<file path="config.mk">
export PLATFORM = sky130hd
export DESIGN_NAME = filter_cond_engine
export DESIGN_NICKNAME = d
export VERILOG_FILES = /design/src/logic/filter_cond_pkg.sv /design/src/logic/filter_cond_engine.sv /design/src/logic/filter_cond_gate.sv /design/src/logic/filter_cond_kernel.sv /design/src/logic/filter_cond_config.sv
export SDC_FILE = /design/constraint.sdc
export NUM_CORES = 1
export LEC_CHECK = 0
export BUFFER_PORTS_ARGS = -buffer_cell sky130_fd_sc_hd__buf_2
export CAP_MARGIN = 10
export CELL_PAD_IN_SITES_DETAIL_PLACEMENT = 1
export CELL_PAD_IN_SITES_GLOBAL_PLACEMENT = 2
export CORE_AREA = 5 5 272 274
export DETAILED_ROUTE_END_ITERATION = 16
export DIE_AREA = 0 0 277 279
export PLACE_DENSITY = 0.77
export SLEW_MARGIN = 25
export SYNTH_ARGS = -nofsm -noshare
export SYNTH_HDL_FRONTEND = slang
export SYNTH_SLANG_ARGS = --single-unit
</file>
<file path="constraint.sdc">
create_clock -name ap_clk -period 2.2 [get_ports ap_clk]
set_input_delay 0.44 -clock ap_clk [delete_from_list [all_inputs] [get_ports ap_clk]]
set_output_delay 0.44 -clock ap_clk [all_outputs]
set_load 0.01 [all_outputs]
</file>
<file path="src/logic/filter_cond_pkg.sv">
// --------------------
// Filter condition shared definitions
// Packet layout, operation codes and register map
// --------------------

package filter_cond_pkg;

  // Packet geometry
  localparam int num_fields  = 4;
  localparam int field_width = 32;

  // Input strobe to result, in cycles
  localparam int kernel_latency = 3;

  // Packet payload, field i in bits [32i+31:32i]
  typedef logic [num_fields-1:0][field_width-1:0] engine_packet_data_t;

  // Row i picks the source field for lane i
  typedef logic [num_fields-1:0][num_fields-1:0] ops_mask_t;

  // --------------------
  // Compare operations
  // --------------------
  // Codes 5 to 7 are left undefined and act as pass-through
  typedef enum logic [2:0] {
    filter_nop    = 3'd0,
    filter_gt     = 3'd1,
    filter_lt     = 3'd2,
    filter_eq     = 3'd3,
    filter_not_eq = 3'd4
  } filter_op_t;

  // --------------------
  // Register addresses
  // --------------------
  typedef enum logic [2:0] {
    cfg_operation   = 3'd0,
    cfg_filter_mask = 3'd1,
    cfg_const_mask  = 3'd2,
    cfg_const_value = 3'd3,
    cfg_ops_mask    = 3'd4
  } cfg_addr_t;

endpackage : filter_cond_pkg
</file>
<file path="src/logic/filter_cond_engine.sv">
// --------------------
// Filter condition engine top level
// --------------------

`timescale 1ns/1ps

module filter_cond_engine (
  input  logic                                 ap_clk,
  input  logic                                 rst_n,
  input  logic                                 cfg_we,
  input  filter_cond_pkg::cfg_addr_t           cfg_addr,
  input  logic [31:0]                          cfg_wdata,
  input  logic                                 in_valid,
  input  filter_cond_pkg::engine_packet_data_t in_data,
  output logic                                 out_valid,
  output filter_cond_pkg::engine_packet_data_t out_data,
  output logic [31:0]                          pass_count,
  output logic [31:0]                          drop_count
);

  import filter_cond_pkg::*;

  // Decoded settings
  filter_op_t             filter_operation;
  logic [num_fields-1:0]  filter_mask;
  logic [num_fields-1:0]  const_mask;
  logic [field_width-1:0] const_value;
  ops_mask_t              ops_mask;

  // Kernel results
  engine_packet_data_t    result_data;
  logic                   result_pass;

  filter_cond_config u_config (
    .ap_clk           (ap_clk),
    .rst_n            (rst_n),
    .cfg_we           (cfg_we),
    .cfg_addr         (cfg_addr),
    .cfg_wdata        (cfg_wdata),
    .filter_operation (filter_operation),
    .filter_mask      (filter_mask),
    .const_mask       (const_mask),
    .const_value      (const_value),
    .ops_mask         (ops_mask)
  );

  filter_cond_kernel u_kernel (
    .ap_clk           (ap_clk),
    .in_data          (in_data),
    .filter_operation (filter_operation),
    .filter_mask      (filter_mask),
    .const_mask       (const_mask),
    .const_value      (const_value),
    .ops_mask         (ops_mask),
    .result_data      (result_data),
    .result_pass      (result_pass)
  );

  // Settings reach the gate only for the in-flight check
  filter_cond_gate u_gate (
    .ap_clk           (ap_clk),
    .rst_n            (rst_n),
    .in_valid         (in_valid),
    .result_data      (result_data),
    .result_pass      (result_pass),
    .filter_operation (filter_operation),
    .filter_mask      (filter_mask),
    .const_mask       (const_mask),
    .const_value      (const_value),
    .ops_mask         (ops_mask),
    .out_valid        (out_valid),
    .out_data         (out_data),
    .pass_count       (pass_count),
    .drop_count       (drop_count)
  );

endmodule : filter_cond_engine

</file>
<file path="src/logic/filter_cond_gate.sv">
// --------------------
// Filter condition output gate
// Pass/drop decision and packet counters
// --------------------

`timescale 1ns/1ps

module filter_cond_gate (
  input  logic                                    ap_clk,
  input  logic                                    rst_n,
  input  logic                                    in_valid,
  input  filter_cond_pkg::engine_packet_data_t    result_data,
  input  logic                                    result_pass,
  input  filter_cond_pkg::filter_op_t             filter_operation,
  input  logic [filter_cond_pkg::num_fields-1:0]  filter_mask,
  input  logic [filter_cond_pkg::num_fields-1:0]  const_mask,
  input  logic [filter_cond_pkg::field_width-1:0] const_value,
  input  filter_cond_pkg::ops_mask_t              ops_mask,
  output logic                                    out_valid,
  output filter_cond_pkg::engine_packet_data_t    out_data,
  output logic [31:0]                             pass_count,
  output logic [31:0]                             drop_count
);

  import filter_cond_pkg::*;

  // Strobe travels alongside the kernel stages
  logic [kernel_latency-1:0] valid_pipe;
  logic                      valid_dly;

  always_ff @(posedge ap_clk or negedge rst_n) begin
    if (!rst_n) begin
      valid_pipe <= '0;
    end else begin
      valid_pipe <= {valid_pipe[kernel_latency-2:0], in_valid};
    end
  end

  assign valid_dly = valid_pipe[kernel_latency-1];
  assign out_valid = valid_dly & result_pass;
  assign out_data  = result_data;

  // --------------------
  // Counters, free running and wrapping
  // --------------------
  always_ff @(posedge ap_clk or negedge rst_n) begin
    if (!rst_n) begin
      pass_count <= '0;
      drop_count <= '0;
    end else if (valid_dly) begin
      if (result_pass) begin
        pass_count <= pass_count + 32'd1;
      end else begin
        drop_count <= drop_count + 32'd1;
      end
    end
  end

  // Every output traces back to an accepted input
  a_out_has_input: assert property (
    @(posedge ap_clk) disable iff (!rst_n)
    out_valid |-> $past(in_valid, kernel_latency)
  ) else $error("out_valid without a matching input strobe");

  a_one_count_step: assert property (
    @(posedge ap_clk) disable iff (!rst_n)
    !($changed(pass_count) && $changed(drop_count))
  ) else $error("Pass and drop counted in the same cycle");

  // Packets in flight rely on the settings they entered with
  a_cfg_stable: assert property (
    @(posedge ap_clk) disable iff (!rst_n)
    (|valid_pipe) |-> ($stable(filter_operation) && $stable(filter_mask) &&
                       $stable(const_mask) && $stable(const_value) &&
                       $stable(ops_mask))
  ) else $error("Configuration changed with packets in flight");

endmodule : filter_cond_gate

</file>
<file path="src/logic/filter_cond_kernel.sv">
// --------------------
// Filter condition compare kernel
// Three-stage operand mapping and neighbour compare
// --------------------

`timescale 1ns/1ps

module filter_cond_kernel (
  input  logic                                    ap_clk,
  input  filter_cond_pkg::engine_packet_data_t    in_data,
  input  filter_cond_pkg::filter_op_t             filter_operation,
  input  logic [filter_cond_pkg::num_fields-1:0]  filter_mask,
  input  logic [filter_cond_pkg::num_fields-1:0]  const_mask,
  input  logic [filter_cond_pkg::field_width-1:0] const_value,
  input  filter_cond_pkg::ops_mask_t              ops_mask,
  output filter_cond_pkg::engine_packet_data_t    result_data,
  output logic                                    result_pass
);

  import filter_cond_pkg::*;

  // Stage 1 registers
  engine_packet_data_t   ops_value_reg;
  engine_packet_data_t   org_value_reg;
  filter_op_t            op_s1;
  logic [num_fields-1:0] filter_mask_s1;

  // Stage 2 registers
  engine_packet_data_t   result_reg;
  logic [num_fields-1:0] lane_flag_reg;
  logic [num_fields-1:0] filter_mask_s2;

  // Highest set bit of the row wins, an empty row keeps the own lane
  function automatic logic [field_width-1:0] select_field(
    input logic [num_fields-1:0] row,
    input engine_packet_data_t   data,
    input int unsigned           lane
  );
    logic [field_width-1:0] pick;
    pick = data[lane];
    for (int j = 0; j < num_fields; j++) begin
      if (row[j]) begin
        pick = data[j];
      end
    end
    return pick;
  endfunction

  // --------------------
  // Stage 1 operand mapping
  // --------------------
  always_ff @(posedge ap_clk) begin
    for (int i = 0; i < num_fields; i++) begin
      if (const_mask[i]) begin
        ops_value_reg[i] <= const_value;
      end else if (|ops_mask[i]) begin
        ops_value_reg[i] <= select_field(ops_mask[i], in_data, i);
      end else begin
        ops_value_reg[i] <= '0;
      end
      org_value_reg[i] <= select_field(ops_mask[i], in_data, i);
    end
    // Settings follow the packet down the pipe
    op_s1          <= filter_operation;
    filter_mask_s1 <= filter_mask;
  end

  // Stage 2 lane compares, lane i against lane (i+1) mod 4
  always_ff @(posedge ap_clk) begin
    filter_mask_s2 <= filter_mask_s1;
    case (op_s1)
      // --------------------
      filter_nop: begin
        // Operand vector leaves as is
        result_reg    <= ops_value_reg;
        lane_flag_reg <= '1;
      end
      // --------------------
      filter_gt: begin
        result_reg <= org_value_reg;
        for (int i = 0; i < num_fields; i++) begin
          lane_flag_reg[i] <= ops_value_reg[i] > ops_value_reg[(i + 1) % num_fields];
        end
      end
      // --------------------
      filter_lt: begin
        result_reg <= org_value_reg;
        for (int i = 0; i < num_fields; i++) begin
          lane_flag_reg[i] <= ops_value_reg[i] < ops_value_reg[(i + 1) % num_fields];
        end
      end
      // --------------------
      filter_eq: begin
        result_reg <= org_value_reg;
        for (int i = 0; i < num_fields; i++) begin
          lane_flag_reg[i] <= ops_value_reg[i] == ops_value_reg[(i + 1) % num_fields];
        end
      end
      // --------------------
      filter_not_eq: begin
        result_reg <= org_value_reg;
        for (int i = 0; i < num_fields; i++) begin
          lane_flag_reg[i] <= ops_value_reg[i] != ops_value_reg[(i + 1) % num_fields];
        end
      end
      // --------------------
      default: begin
        // Undefined codes pass the original vector through
        result_reg    <= org_value_reg;
        lane_flag_reg <= '1;
      end
    endcase
  end

  // --------------------
  // Stage 3 reduction
  // --------------------
  // Disabled lanes count as true, so an empty mask passes
  always_ff @(posedge ap_clk) begin
    result_data <= result_reg;
    result_pass <= &(lane_flag_reg | ~filter_mask_s2);
  end

endmodule : filter_cond_kernel

</file>
<file path="src/logic/filter_cond_config.sv">
// --------------------
// Filter condition register file
// Write strobes load the filter settings
// --------------------

`timescale 1ns/1ps

module filter_cond_config (
  input  logic                              ap_clk,
  input  logic                              rst_n,
  input  logic                              cfg_we,
  input  filter_cond_pkg::cfg_addr_t        cfg_addr,
  input  logic [31:0]                       cfg_wdata,
  output filter_cond_pkg::filter_op_t       filter_operation,
  output logic [filter_cond_pkg::num_fields-1:0]  filter_mask,
  output logic [filter_cond_pkg::num_fields-1:0]  const_mask,
  output logic [filter_cond_pkg::field_width-1:0] const_value,
  output filter_cond_pkg::ops_mask_t        ops_mask
);

  import filter_cond_pkg::*;

  // Bits of cfg_wdata that hold the ops mask, row i at [4i+3:4i]
  localparam int ops_mask_bits = num_fields * num_fields;

  // --------------------
  // Register writes
  // --------------------
  // Defaults give a no-operation filter with nothing selected
  always_ff @(posedge ap_clk or negedge rst_n) begin
    if (!rst_n) begin
      filter_operation <= filter_nop;
      filter_mask      <= '0;
      const_mask       <= '0;
      const_value      <= '0;
      ops_mask         <= '0;
    end else if (cfg_we) begin
      case (cfg_addr)
        cfg_operation: begin
          filter_operation <= filter_op_t'(cfg_wdata[2:0]);
        end
        cfg_filter_mask: begin
          filter_mask <= cfg_wdata[num_fields-1:0];
        end
        cfg_const_mask: begin
          const_mask <= cfg_wdata[num_fields-1:0];
        end
        cfg_const_value: begin
          const_value <= cfg_wdata[field_width-1:0];
        end
        cfg_ops_mask: begin
          ops_mask <= ops_mask_t'(cfg_wdata[ops_mask_bits-1:0]);
        end
        default: begin
          // Unused addresses leave every register alone
        end
      endcase
    end
  end

  // --------------------
  // Checks
  // --------------------
  // An unknown address would corrupt whichever register it aliases
  a_cfg_addr_known: assert property (
    @(posedge ap_clk) disable iff (!rst_n)
    cfg_we |-> !$isunknown(cfg_addr)
  ) else $error("Config write with unknown address");

endmodule : filter_cond_config

</file>
==> results of run 1 <==
[area by class of cell]
type	instances	share of cell area, %
timing repair buffer	451	8.25
multi-input combinational	1549	35.0
antenna	8	0.0620
tap	950	3.68
clock inverter	35	1.52
clock buffer	104	6.82
inverter	176	2.05
sequential	654	42.6
[synth_stat cells (2+ instances only)]
| cell | instances |
|---|---|
| sky130_fd_sc_hd__a221oi_1 | 2 |
| sky130_fd_sc_hd__inv_1 | 176 |
| sky130_fd_sc_hd__xnor2_1 | 48 |
| sky130_fd_sc_hd__a22o_1 | 96 |
| sky130_fd_sc_hd__a22oi_1 | 43 |
| sky130_fd_sc_hd__dfrtp_1 | 126 |
| sky130_fd_sc_hd__buf_1 | 12 |
| sky130_fd_sc_hd__and3_1 | 6 |
| sky130_fd_sc_hd__nand4_1 | 41 |
| sky130_fd_sc_hd__o21ai_0 | 178 |
| sky130_fd_sc_hd__a21oi_1 | 135 |
| sky130_fd_sc_hd__o31a_1 | 32 |
| sky130_fd_sc_hd__o311a_1 | 3 |
| sky130_fd_sc_hd__nor4_1 | 11 |
| sky130_fd_sc_hd__nand2_1 | 237 |
| sky130_fd_sc_hd__o211ai_1 | 4 |
| sky130_fd_sc_hd__a211oi_1 | 38 |
| sky130_fd_sc_hd__xor2_1 | 14 |
| sky130_fd_sc_hd__a21o_1 | 14 |
| sky130_fd_sc_hd__buf_2 | 10 |
| sky130_fd_sc_hd__mux2i_1 | 79 |
| sky130_fd_sc_hd__clkbuf_1 | 106 |
| sky130_fd_sc_hd__nor3b_1 | 2 |
| sky130_fd_sc_hd__nor3_1 | 12 |
| sky130_fd_sc_hd__mux2_2 | 187 |
| sky130_fd_sc_hd__and4_1 | 2 |
| sky130_fd_sc_hd__nor2_1 | 109 |
| sky130_fd_sc_hd__nor2b_1 | 78 |
| sky130_fd_sc_hd__ha_1 | 130 |
| sky130_fd_sc_hd__dfxtp_1 | 528 |
| sky130_fd_sc_hd__nand3_1 | 28 |
[power by group through the flow]
stage	Clock (mW)	Sequential (mW)	Combinational, mW
6_report	13.4	18.1	14.2
3_5_place_dp	0	18.3	13.9
5_1_grt	14.2	18.5	15.5
4_1_cts	13.7	18.1	14.1
2_1_floorplan	0	17.8	7.62
3_3_place_gp	0	18.1	13.6
[stage by stage]
step	hold slack, ps	setup slack [ps]
finish	64.2	68.1
global route	41.5	-8.42
CTS	23.0	5.62
detailed placement	313	-214
global placement	312	-214
floorplan	144	265
[logic make-up after synthesis]
group                    after synthesis
adder cells (fa/ha/maj)              130
buffers and inverters                305
flip-flops                           654
AO/OA/AOI/OAI                        551
XOR/XNOR                              62
multiplexers                         266
AND/OR/NAND/NOR                      540
[routing by layer]
layer | global-route usage, % | share of wire, % | vias to the layer above
li1 | - | - | 9518
met1 | 31.3 | 45 | 10433
met2 | 41.3 | 48 | 532
met3 | 3.81 | 4.4 | 151
met4 | 7.26 | 2.7 | 0
met5 | 0 | 0 | -
[how the worst max path moves through the flow]
stage / from / endpoint / cells after the start / slack, ps
floorplan: u_gate.pass_count[5] / u_gate.pass_count[31] / 7 / 270
detailed placement: u_kernel.ops_value_reg[108] / u_kernel.lane_flag_reg[2] / 9 / -210
CTS: u_kernel.ops_value_reg[105] / u_kernel.lane_flag_reg[2] / 9 / 6
global placement: u_kernel.ops_value_reg[79] / u_kernel.lane_flag_reg[1] / 9 / -210
finish: u_kernel.ops_value_reg[105] / u_kernel.lane_flag_reg[2] / 9 / 70
global route: u_kernel.ops_value_reg[65] / u_kernel.lane_flag_reg[1] / 9 / -8
[timing repair]
action,in CTS,in global routing
hold buffers,2,0
endpoints found under the setup margin,4,7
endpoints found under the hold margin,46,0
pin swaps,4,23
setup buffers,1,3
gates resized for setup,12,37
[layout by cell type (no fill, tap or decap), drive strengths merged, types with 4 or more instances in the layout]
cell | synthesis | final
a211oi | 38 | 38
inv | 176 | 180
diode | 0 | 8
a21oi | 135 | 135
nor3 | 13 | 13
xor2 | 14 | 14
xnor2 | 48 | 48
nor4 | 12 | 12
nand4 | 41 | 41
o211ai | 4 | 4
buf | 22 | 449
a21o | 14 | 14
nor2b | 78 | 78
o31a | 32 | 32
nor2 | 109 | 109
a22o | 96 | 96
ha | 130 | 130
mux2i | 79 | 79
and3 | 7 | 7
nand2 | 239 | 239
clkinv | 0 | 18
dfrtp | 126 | 126
dfxtp | 528 | 528
clkbuf | 107 | 104
o21ai | 178 | 178
and4 | 4 | 4
bufinv | 0 | 10
nand3 | 28 | 28
a22oi | 43 | 43
mux2 | 187 | 187
[worst max-delay path: stages (launching register included)]
cell and delay [ps]:
sky130_fd_sc_hd__dfxtp_2 350, sky130_fd_sc_hd__inv_1 50, sky130_fd_sc_hd__ha_1 280, sky130_fd_sc_hd__a21o_1 190, sky130_fd_sc_hd__a221o_1 330, sky130_fd_sc_hd__a21oi_2 220
sky130_fd_sc_hd__o2111ai_4 200, sky130_fd_sc_hd__a21oi_2 180, sky130_fd_sc_hd__and3_1 180, sky130_fd_sc_hd__nor3_2 40
==> metrics.yaml, run 1 <==
floorplan:
  num_io_pins: 360
  die_h_um: 279
  floorplan.core_area_um2: 71100
  starting_density_pct: 36.5
  die_area_um2: 77300
  die_width_um: 277
  rows: 98
route:
  num_vias: 20634
  detail_route.first_pass.iterations: 5
  route.detailed.drc: 0
  totalWireLength_um: 95500
  dr.first_iter.drc_count: 1129
  route.antenna.remaining_nets: 0
  vias_per_cell: 5.25
  post_drt_wl_per_cell_um: 24.3
logic_synthesis:
  syn-instance-count: 2508
  largest_family_of_logic_cells_by_synthesized_area: "compound AO/OA/AOI/OAI gates"
  postSynth.asyncResetShare_pct: 19.3
  synth.lib_cells_used.distinct: 52
  synth_nets: 2805
  post_synth_xor_area_fraction_pct: 2.09
  synth.mux.area_fraction_pct: 11.1
  synthesis.yosys.warnings: 0
  netlist.area_leader.share_pct: 40.7
  mappedNetlistArea_um2: 26000
  ys_top_cells_by_area: "sky130_fd_sc_hd__dfxtp_1 (41%), sky130_fd_sc_hd__dfrtp_1 (12%), sky130_fd_sc_hd__mux2_2 (8.1%)"
  yosys.area_share.simple_pct: 9.67
  synth_ff_type: "sky130_fd_sc_hd__dfxtp_1"
  synthAdderAreaFrac_pct: 6.26
  synth_edf_count: 0
  ys_seq_elements: 654
  synth-compound-area-share_pct: 13.6
  mean_cell_area_of_the_mapped_netlist_um2: 10.4
  synth_seq_area_share_pct: 52.8
  netlist.top_cell.by_area: "sky130_fd_sc_hd__dfxtp_1"
worst_hold_path:
  timing.hold.worst.class: "in2reg"
  hold_end: "u_config.const_value[20]"
  min_delay_path_depth: 2
  min_from: "cfg_wdata[20]"
sta:
  worst-slew-pin-transition_ps: 756
  final.period_utilization_pct: 96.9
  skew_ps: 30.5
  timing.setup.tns_ps: 0
  slew_violations: 0
  timing.max_slew.rel_slack_pct: 49.5
  hold_viol_final: 0
  fmax_mhz: 469
  final.min_clock_period_ps: 2130
  setup_repair_after_global_routing_missed_its_margin: "true"
  count_of_final_setup_violators: 0
clock_network:
  clock_tree.root_cell: "sky130_fd_sc_hd__clkbuf_16"
  cts_sinks: 654
  cts_buffer_depth: 3
  worst_skew_pair.late_latency_ps: 630
  cts_inserted_buffers: 75
  cts_tree: "built"
  h_tree_level_count: 3
  clkSlewWorstSetupHoldPaths_ps: 60
setup_path:
  crit_fanout: 3
  cp.required_ps: 2700
  worstPathArrival_ps: 2630
  timing_worst_setup_path_type: "reg2reg"
  critical_register_to_register_path_startpoint: "u_kernel.ops_value_reg[105]"
  setup.reg_to_reg.worst_slack_ps: 70
  r2r_endpoint: "u_kernel.lane_flag_reg[2]"
  worstSetupEndpointType: "flip-flop"
  worstSetupStartpointType: "flip-flop"
  worstRegToRegCells: 9
placed_design:
  finalWeightedCongestion: 0.898
  placedInstanceArea_um2: 29300
  post-place-cells: 3774
  buffer_ports.inserted: 359
  dp.final_hpwl_um: 68300
cells_and_area:
  finalNetCount: 3204
  multi_input_area_um2: 11300
  syn2layout_area_growth_pct: 24.1
  finalInstanceArea_um2: 32300
  sequential_cell_area_um2: 13800
  finalNonFillerCells: 3927
  num-fill-cells: 7876
  finish.utilization_pct: 45.4
  fraction_of_final_layout_cells_sized_beyond_drive_strength_1_pct: 27.9
run_status:
  outcome: "finished clean"
power:
  peak_supply_drop_mv: 0.676
  p_per_area_nw_per_um2: 1420
  power.total_mw: 45.7
  power.clock.fraction_pct: 29.3
  static-leakage-power_nw: 14.9
  cell_internal_pwr_mw: 29.9
  power.share.switching_pct: 34.6
  seqPwrFrac_pct: 39.5
  net-switching-power_mw: 15.8
  combPwrFrac_pct: 31.1
flow_run:
  timing.max_cap.violations: 0
grt:
  wire_length_of_the_first_global_routing_pass_um: 142000
  grt_start_max_net_pins: 81
  grt_pass1_vias: 22140
  grt_antenna_before_repair: 9
  grt_remaining_overflow: 0
  global_routing_usage_summed_across_all_routing_layers_pct: 24.0
Power figures use the tool's default switching activity.
==> run 2: changes to the inputs <==
--- a/config.mk
+++ b/config.mk
@@ -11,6 +11,7 @@
 export CELL_PAD_IN_SITES_GLOBAL_PLACEMENT = 2
-export CORE_AREA = 5 5 272 274
+export CORE_AREA = 5 5 287 289
 export DETAILED_ROUTE_END_ITERATION = 16
-export DIE_AREA = 0 0 277 279
-export PLACE_DENSITY = 0.77
+export DIE_AREA = 0 0 292 294
+export PLACE_DENSITY = 0.73
+export RECOVER_POWER = 25
 export SLEW_MARGIN = 25
==> constraint.sdc (replaced) <==
create_clock -name ap_clk -period 1.8 [get_ports ap_clk]
set_input_delay 0.27 -clock ap_clk [delete_from_list [all_inputs] [get_ports ap_clk]]
set_output_delay 0.27 -clock ap_clk [all_outputs]
set_load 0.01 [all_outputs]
==> run 2 against run 1 <==
The flow now finishes with violations (setup timing). Largest cell class unchanged. Clock-buffer cell count grew 2. Largest power group unchanged. Cell count grew 9.0%. Sequential share of layout area shrank 3.2 points.
==> metrics.yaml, run 2 (synthesis gave the netlist of run 1 again) <==
cells_and_area:
  finalNetCount: 3445  # +7.5%
  finalNonFillerCells: 4280  # +9.0%
  layout_common_cells: "sky130_fd_sc_hd__dfxtp_1 (478), sky130_fd_sc_hd__buf_2 (358), sky130_fd_sc_hd__nand2_1 (234)"
  fraction_of_final_layout_cells_sized_beyond_drive_strength_1_pct: 34.9  # +7.0 points
  syn2layout_area_growth_pct: 35.0
  layout_commonest_cell: "sky130_fd_sc_hd__dfxtp_1"
  num-fill-cells: 8890  # +13%
  finalInstanceArea_um2: 35100  # +8.7%
floorplan:
  floorplan.core_area_um2: 79600  # +12%
  die_area_um2: 85800  # +11%
  num_io_pins: 360  # unchanged
  rows: 104  # +6.1%
  die_width_um: 292  # +5.4%
  die_h_um: 294  # +5.4%
  starting_density_pct: 32.6  # -3.9 points
worst_hold_path:
  min_delay_path_depth: 3  # +1
  min_from: "in_data[121]"
  timing.hold.worst.class: "in2reg"
  hold_end: "u_kernel.org_value_reg[121]"
grt:
  grt_start_max_net_pins: 67  # -17%
  wire_length_of_the_first_global_routing_pass_um: 146000  # +2.8%
  grt_antenna_before_repair: 20  # +11
  grt_pass1_vias: 23314  # +5.3%
  grt_remaining_overflow: 0  # unchanged
  global_routing_usage_summed_across_all_routing_layers_pct: 22.1  # -1.9 points
route:
  num_vias: 21519  # +4.3%
  route.detailed.drc: 0  # unchanged
  dr.first_iter.drc_count: 1065  # -5.7%
  detail_route.first_pass.iterations: 5  # unchanged
  route.antenna.remaining_nets: 0  # unchanged
  post_drt_wl_per_cell_um: 23.0  # -5.4%
  totalWireLength_um: 98500  # +3.1%
  vias_per_cell: 5.03  # -4.3%
sta:
  worst-slew-pin-transition_ps: 906  # +150 ps
  final.period_utilization_pct: 116  # +19 points
  setup_repair_after_global_routing_missed_its_margin: "true"
  finalWorstSetupSlack_ps: -290  # -358 ps
  timing.max_slew.rel_slack_pct: 39.6  # -9.9 points
  fmax_mhz: 478  # +2.0%
  final.min_clock_period_ps: 2090  # -41.6 ps
  count_of_final_setup_violators: 5  # +5
  hold_viol_final: 0  # unchanged
  skew_ps: 25.6  # -4.92 ps
  slew_violations: 0  # unchanged
flow_run:
  timing.max_cap.violations: 0  # unchanged
setup_path:
  r2r_endpoint: "u_kernel.lane_flag_reg[3]"
  worstRegToRegCells: 9  # unchanged
  critPathMostFrequentCell: "sky130_fd_sc_hd__buf_4"
  critical_register_to_register_path_startpoint: "u_kernel.ops_value_reg[105]"
  cp.required_ps: 2280  # -420 ps
  crit_path_cell_trace: "buf_4 > ha_1 > nand2_1 > nor4_4 > buf_4 > o311a_1 > a211oi_2 > mux2i_1 > nor2_1"
  crit_fanout: 2  # -1
  setup.reg_to_reg.worst_slack_ps: -290  # -360 ps
  worst_path_max_delay_cell: "sky130_fd_sc_hd__nor4_4"
  worstSetupStartpointType: "flip-flop"
  worstPathArrival_ps: 2580  # -50 ps
  timing_worst_setup_path_type: "reg2reg"
  worstSetupEndpointType: "flip-flop"
  critical_path.max_stage_delay_ps: 420  # +70 ps
placed_design:
  finalWeightedCongestion: 0.876  # -2.4%
  buffer_ports.inserted: 359  # unchanged
  dpl_worst_slack_ps: -583  # -369 ps
  placedInstanceArea_um2: 30900  # +5.3%
  post-place-cells: 4038  # +7.0%
  dp.final_hpwl_um: 72600  # +6.3%
run_status:
  outcome: "finished, violations left"
  violations_in_the_final_reports: "setup timing"
power:
  p_per_area_nw_per_um2: 1680  # +19%
  peak_supply_drop_mv: 0.858  # +27%
  static-leakage-power_nw: 16.1  # +8.2%
clock_network:
  worst_skew_pair.late_latency_ps: 620  # about the same
  cts_buffer_depth: 3  # unchanged
  cts_sinks: 654  # unchanged
  cts_tree: "built"
  h_tree_level_count: 3  # unchanged
  clock_tree.root_cell: "sky130_fd_sc_hd__clkbuf_16"
  clkSlewWorstSetupHoldPaths_ps: 60  # about the same
  cts_inserted_buffers: 74  # -1.3%
run 2: how the worst max path moves through the flow:
stage                           startpoint                        end  slack (ps)  depth (start not counted)
2_1_floorplan         u_gate.valid_pipe[2]      u_gate.pass_count[31]         -30                          7
3_3_place_gp    u_kernel.ops_value_reg[43]  u_kernel.lane_flag_reg[1]        -500                         10
3_5_place_dp    u_kernel.ops_value_reg[11]  u_kernel.lane_flag_reg[3]        -580                         10
4_1_cts         u_kernel.ops_value_reg[17]  u_kernel.lane_flag_reg[3]        -290                          9
5_1_grt          u_kernel.ops_value_reg[5]  u_kernel.lane_flag_reg[3]        -370                          9
6_report       u_kernel.ops_value_reg[105]  u_kernel.lane_flag_reg[3]        -290                          9
run 2: repair_timing:
item,in CTS,in global routing
resized for setup,109,90
pin swaps,47,30
setup endpoints to repair,113,79
buffers inserted,15,20
endpoints found under the hold margin,236,0
hold buffers,58,0
gates cloned,0,1
run 2: area by class of cell:
type                    instances  area [um2]  share of cell area, %
diodes                         13        32.5                 0.0928
clock buffers                 106        2170                   6.20
clock inverters                29         438                   1.25
inverters                     176         661                   1.88
multi-input cells            1549       11800                   33.5
flip-flops and latches        654       13800                   39.4
well taps                    1060        1330                   3.78
repair buffers                693        4870                   13.9
run 2: critical path, delay by kind of cell (launching register included):
family | cells | cell delay [ps]
and+or+nand+nor | 3 | 620
DFF | 1 | 330
buffers and inverters | 2 | 320
adders and majority gates | 1 | 280
AOI/OAI and AO/OA | 2 | 220
muxes | 1 | 190
run 2: report_power, final:
| part | switching, mW | total, mW | leakage [nW] | internal [mW] |
|---|---|---|---|---|
| sequential | 2.58 | 22.0 | 6.06 | 19.5 |
| combinational | 11.5 | 20.9 | 8.79 | 9.41 |
| clock | 6.25 | 16.0 | 1.28 | 9.77 |
| total | 20.3 | 58.9 | 16.1 | 38.6 |
run 2: through the flow:
step           util (%)  power (mW)  hold slack, ps  TNS [ps]
4_1_cts            43.4        58.6            1.87     -1010
3_5_place_dp       38.8        41.2             200     -7880
3_3_place_gp       38.8        40.7             193     -4430
5_1_grt            44.0        62.2            17.3     -1480
2_1_floorplan         -        31.2           -25.6     -75.8
6_report           44.0        58.9            24.1     -1100
run 2: routing by layer:
| layer | vias up | track usage (%) | share of wire, % |
|---|---|---|---|
| met5 | - | 0 | 0.056 |
| met4 | 8 | 8.12 | 3.4 |
| met3 | 192 | 4.20 | 5.2 |
| met2 | 579 | 37.6 | 48 |
| met1 | 10733 | 28.1 | 43 |
| li1 | 10007 | - | - |
==> run 3: changes to the inputs <==
SKIP_LAST_GASP = 1   (was not set)
==> run 3 against run 2 <==
The flow still finishes with violations (setup timing). Non-clock buffer count unchanged. Design area about the same. Clock-buffer cell count unchanged. Clock power about the same. Combinational power about the same. Via count unchanged. Die area unchanged. Power about the same. Setup slack worse by 0.96 ps. Clock skew about the same. Sequential cell count unchanged. Critical endpoint unchanged. Largest power group unchanged.
==> metrics.yaml, run 3 (synthesis gave the netlist of run 1 again) <==
run_status:
  outcome: "finished, violations left"
  violations_in_the_final_reports: "setup timing"
grt:
  grt_antenna_before_repair: 20  # unchanged
  grt_remaining_overflow: 0  # unchanged
  grt_start_max_net_pins: 67  # unchanged
  global_routing_usage_summed_across_all_routing_layers_pct: 22.1  # unchanged
  grt_pass1_vias: 23314  # unchanged
  wire_length_of_the_first_global_routing_pass_um: 146000  # unchanged
floorplan:
  die_area_um2: 85800  # unchanged
  starting_density_pct: 32.6  # unchanged
  die_width_um: 292  # unchanged
  num_io_pins: 360  # unchanged
  floorplan.core_area_um2: 79600  # unchanged
  rows: 104  # unchanged
  die_h_um: 294  # unchanged
clock_network:
  cts_inserted_buffers: 74  # unchanged
  cts_sinks: 654  # unchanged
  cts_buffer_depth: 3  # unchanged
  clkSlewWorstSetupHoldPaths_ps: 60  # about the same
  clock_tree.root_cell: "sky130_fd_sc_hd__clkbuf_16"
  worst_skew_pair.late_latency_ps: 620  # about the same
  h_tree_level_count: 3  # unchanged
  cts_tree: "built"
route:
  route.detailed.drc: 0  # unchanged
  post_drt_wl_per_cell_um: 23.0  # about the same
  route.antenna.remaining_nets: 0  # unchanged
  dr.first_iter.drc_count: 1101  # +3.4%
  totalWireLength_um: 98500  # about the same
  vias_per_cell: 5.03  # about the same
  num_vias: 21519  # unchanged
  detail_route.first_pass.iterations: 5  # unchanged
setup_path:
  critical_path.max_stage_delay_ps: 420  # about the same
  critPathMostFrequentCell: "sky130_fd_sc_hd__buf_4"
  crit_start: "u_kernel.ops_value_reg[105]"
  crit_path_cell_trace: "buf_4 > ha_1 > nand2_1 > nor4_4 > buf_4 > o311a_1 > a211oi_2 > mux2i_1 > nor2_1"
  setup.reg_to_reg.worst_slack_ps: -290  # about the same
  worstSetupEndpointType: "flip-flop"
  worst_path_max_delay_cell: "sky130_fd_sc_hd__nor4_4"
  timing_worst_setup_path_type: "reg2reg"
  worstPathArrival_ps: 2580  # about the same
  cp_num_buf_inv: 2  # unchanged
  crit_fanout: 2  # unchanged
  cp.required_ps: 2290  # about the same
  worst_path_dominant_cell_family: "simple AND/OR/NAND/NOR gates"
  critical_register_to_register_path_startpoint: "u_kernel.ops_value_reg[105]"
  worstSetupStartpointType: "flip-flop"
cells_and_area:
  syn2layout_area_growth_pct: 34.9  # about the same
  multi_input_area_um2: 11700  # -0.13%
  layout_common_cells: "sky130_fd_sc_hd__dfxtp_1 (478), sky130_fd_sc_hd__buf_2 (358), sky130_fd_sc_hd__nand2_1 (234)"
  layout_commonest_cell: "sky130_fd_sc_hd__dfxtp_1"
  fraction_of_final_layout_cells_sized_beyond_drive_strength_1_pct: 34.7  # -0.16 points
  num-fill-cells: 8892  # +0.022%
  sequential_cell_area_um2: 13800  # unchanged
  finalNetCount: 3445  # unchanged
power:
  static-leakage-power_nw: 16.1  # about the same
  power.share.switching_pct: 34.4  # about the same
  power.clock.fraction_pct: 27.2  # about the same
  seqPwrFrac_pct: 37.4  # about the same
  p_per_area_nw_per_um2: 1680  # about the same
  cell_internal_pwr_mw: 38.6  # about the same
  net-switching-power_mw: 20.3  # about the same
  peak_supply_drop_mv: 0.858  # about the same
  combPwrFrac_pct: 35.4  # about the same
  power.total_mw: 58.9  # about the same
placed_design:
  finalWeightedCongestion: 0.876  # unchanged
  dp.final_hpwl_um: 72600  # unchanged
  buffer_ports.inserted: 359  # unchanged
sta:
  setup_repair_after_global_routing_missed_its_margin: "true"
  skew_ps: 25.3  # -0.247 ps
  fmax_mhz: 478  # about the same
  slew_violations: 0  # unchanged
  timing.setup.tns_ps: -1120  # -16.2 ps
  final.min_clock_period_ps: 2090  # +0.959 ps
  final.period_utilization_pct: 116  # about the same
  hold_viol_final: 0  # unchanged
  timing.max_slew.rel_slack_pct: 39.9  # +0.30 points
  count_of_final_setup_violators: 5  # unchanged
  worst-slew-pin-transition_ps: 901  # -4.46 ps
  finalWorstSetupSlack_ps: -291  # -0.959 ps
flow_run:
  timing.max_cap.violations: 0  # unchanged
worst_hold_path:
  min_from: "in_data[121]"
  timing.hold.worst.class: "in2reg"
==> run 3: metal layers <==
metal / up-vias / share of wire, % / track usage, % / wire, um
met5: - / 0.056 / 0 / 55
met4: 8 / 3.5 / 8.12 / 3450
met3: 193 / 4.9 / 4.20 / 4780
met2: 571 / 48 / 37.6 / 47500
met1: 10747 / 43 / 28.1 / 42600
li1: 10000 / - / - / -
==> run 3: path summary, 6_finish.rpt <==
| kind | endpoint | depth (start not counted) |
|---|---|---|
| worst max-delay path | u_kernel.lane_flag_reg[3] | 9 |
| worst min-delay path | u_kernel.org_value_reg[121] | 3 |
| worst max register to register | u_kernel.lane_flag_reg[3] | 9 |
| worst min register to register | u_kernel.result_data[116] | 0 |
| max in group asynchronous | u_config.ops_mask[1] | 3 |
| min in group asynchronous | u_gate.drop_count[8] | 2 |
==> run 3: worst min-delay path, delay by kind of cell <==
family	cells	cell delay (ps)
buf+inv	1	140
compound gates	1	120
simple gates	1	60
==> run 3: stage by stage <==
stage / std cells / utilization, % / hold slack (ps) / instance area [um2] / setup slack [ps]
3_3_place_gp: 4038 / 38.8 / 193 / 30900 / -496
6_report: 4279 / 44.0 / 25.0 / 35100 / -291
3_5_place_dp: 4038 / 38.8 / 200 / 30900 / -583
5_1_grt: 4277 / 44.0 / 17.3 / 35100 / -376
4_1_cts: 4246 / 43.4 / 1.87 / 34600 / -293
2_1_floorplan: 2508 / - / -25.6 / 26000 / -32.3
==> run 3: layout make-up <==
| type | count | area share, % |
|---|---|---|
| well taps | 1060 | 3.78 |
| clock inverters | 29 | 1.25 |
| multi-input cells | 1549 | 33.5 |
| flip-flops and latches | 654 | 39.4 |
| diodes | 12 | 0.0857 |
| inverters | 176 | 1.88 |
| repair buffers | 693 | 13.9 |
| clock buffers | 106 | 6.20 |
==> run 3: what timing repair did <==
item,in CTS,in global routing
pin swaps,47,30
setup buffers,15,20
endpoints found under the hold margin,236,0
endpoints found under the setup margin,113,79
hold buffers,58,0
cloned,0,1
gates resized for setup,108,86
==> run 3: power by group through the flow <==
| stage | registers, mW | clock network, mW | logic [mW] |
|---|---|---|---|
| after floorplan | 21.8 | 0 | 9.39 |
| after global placement | 21.9 | 0 | 18.7 |
| after detailed placement | 22.1 | 0 | 19.1 |
| after CTS | 22.0 | 16.4 | 20.2 |
| after global routing | 22.5 | 17.0 | 22.6 |
| final | 22.0 | 16.0 | 20.8 |
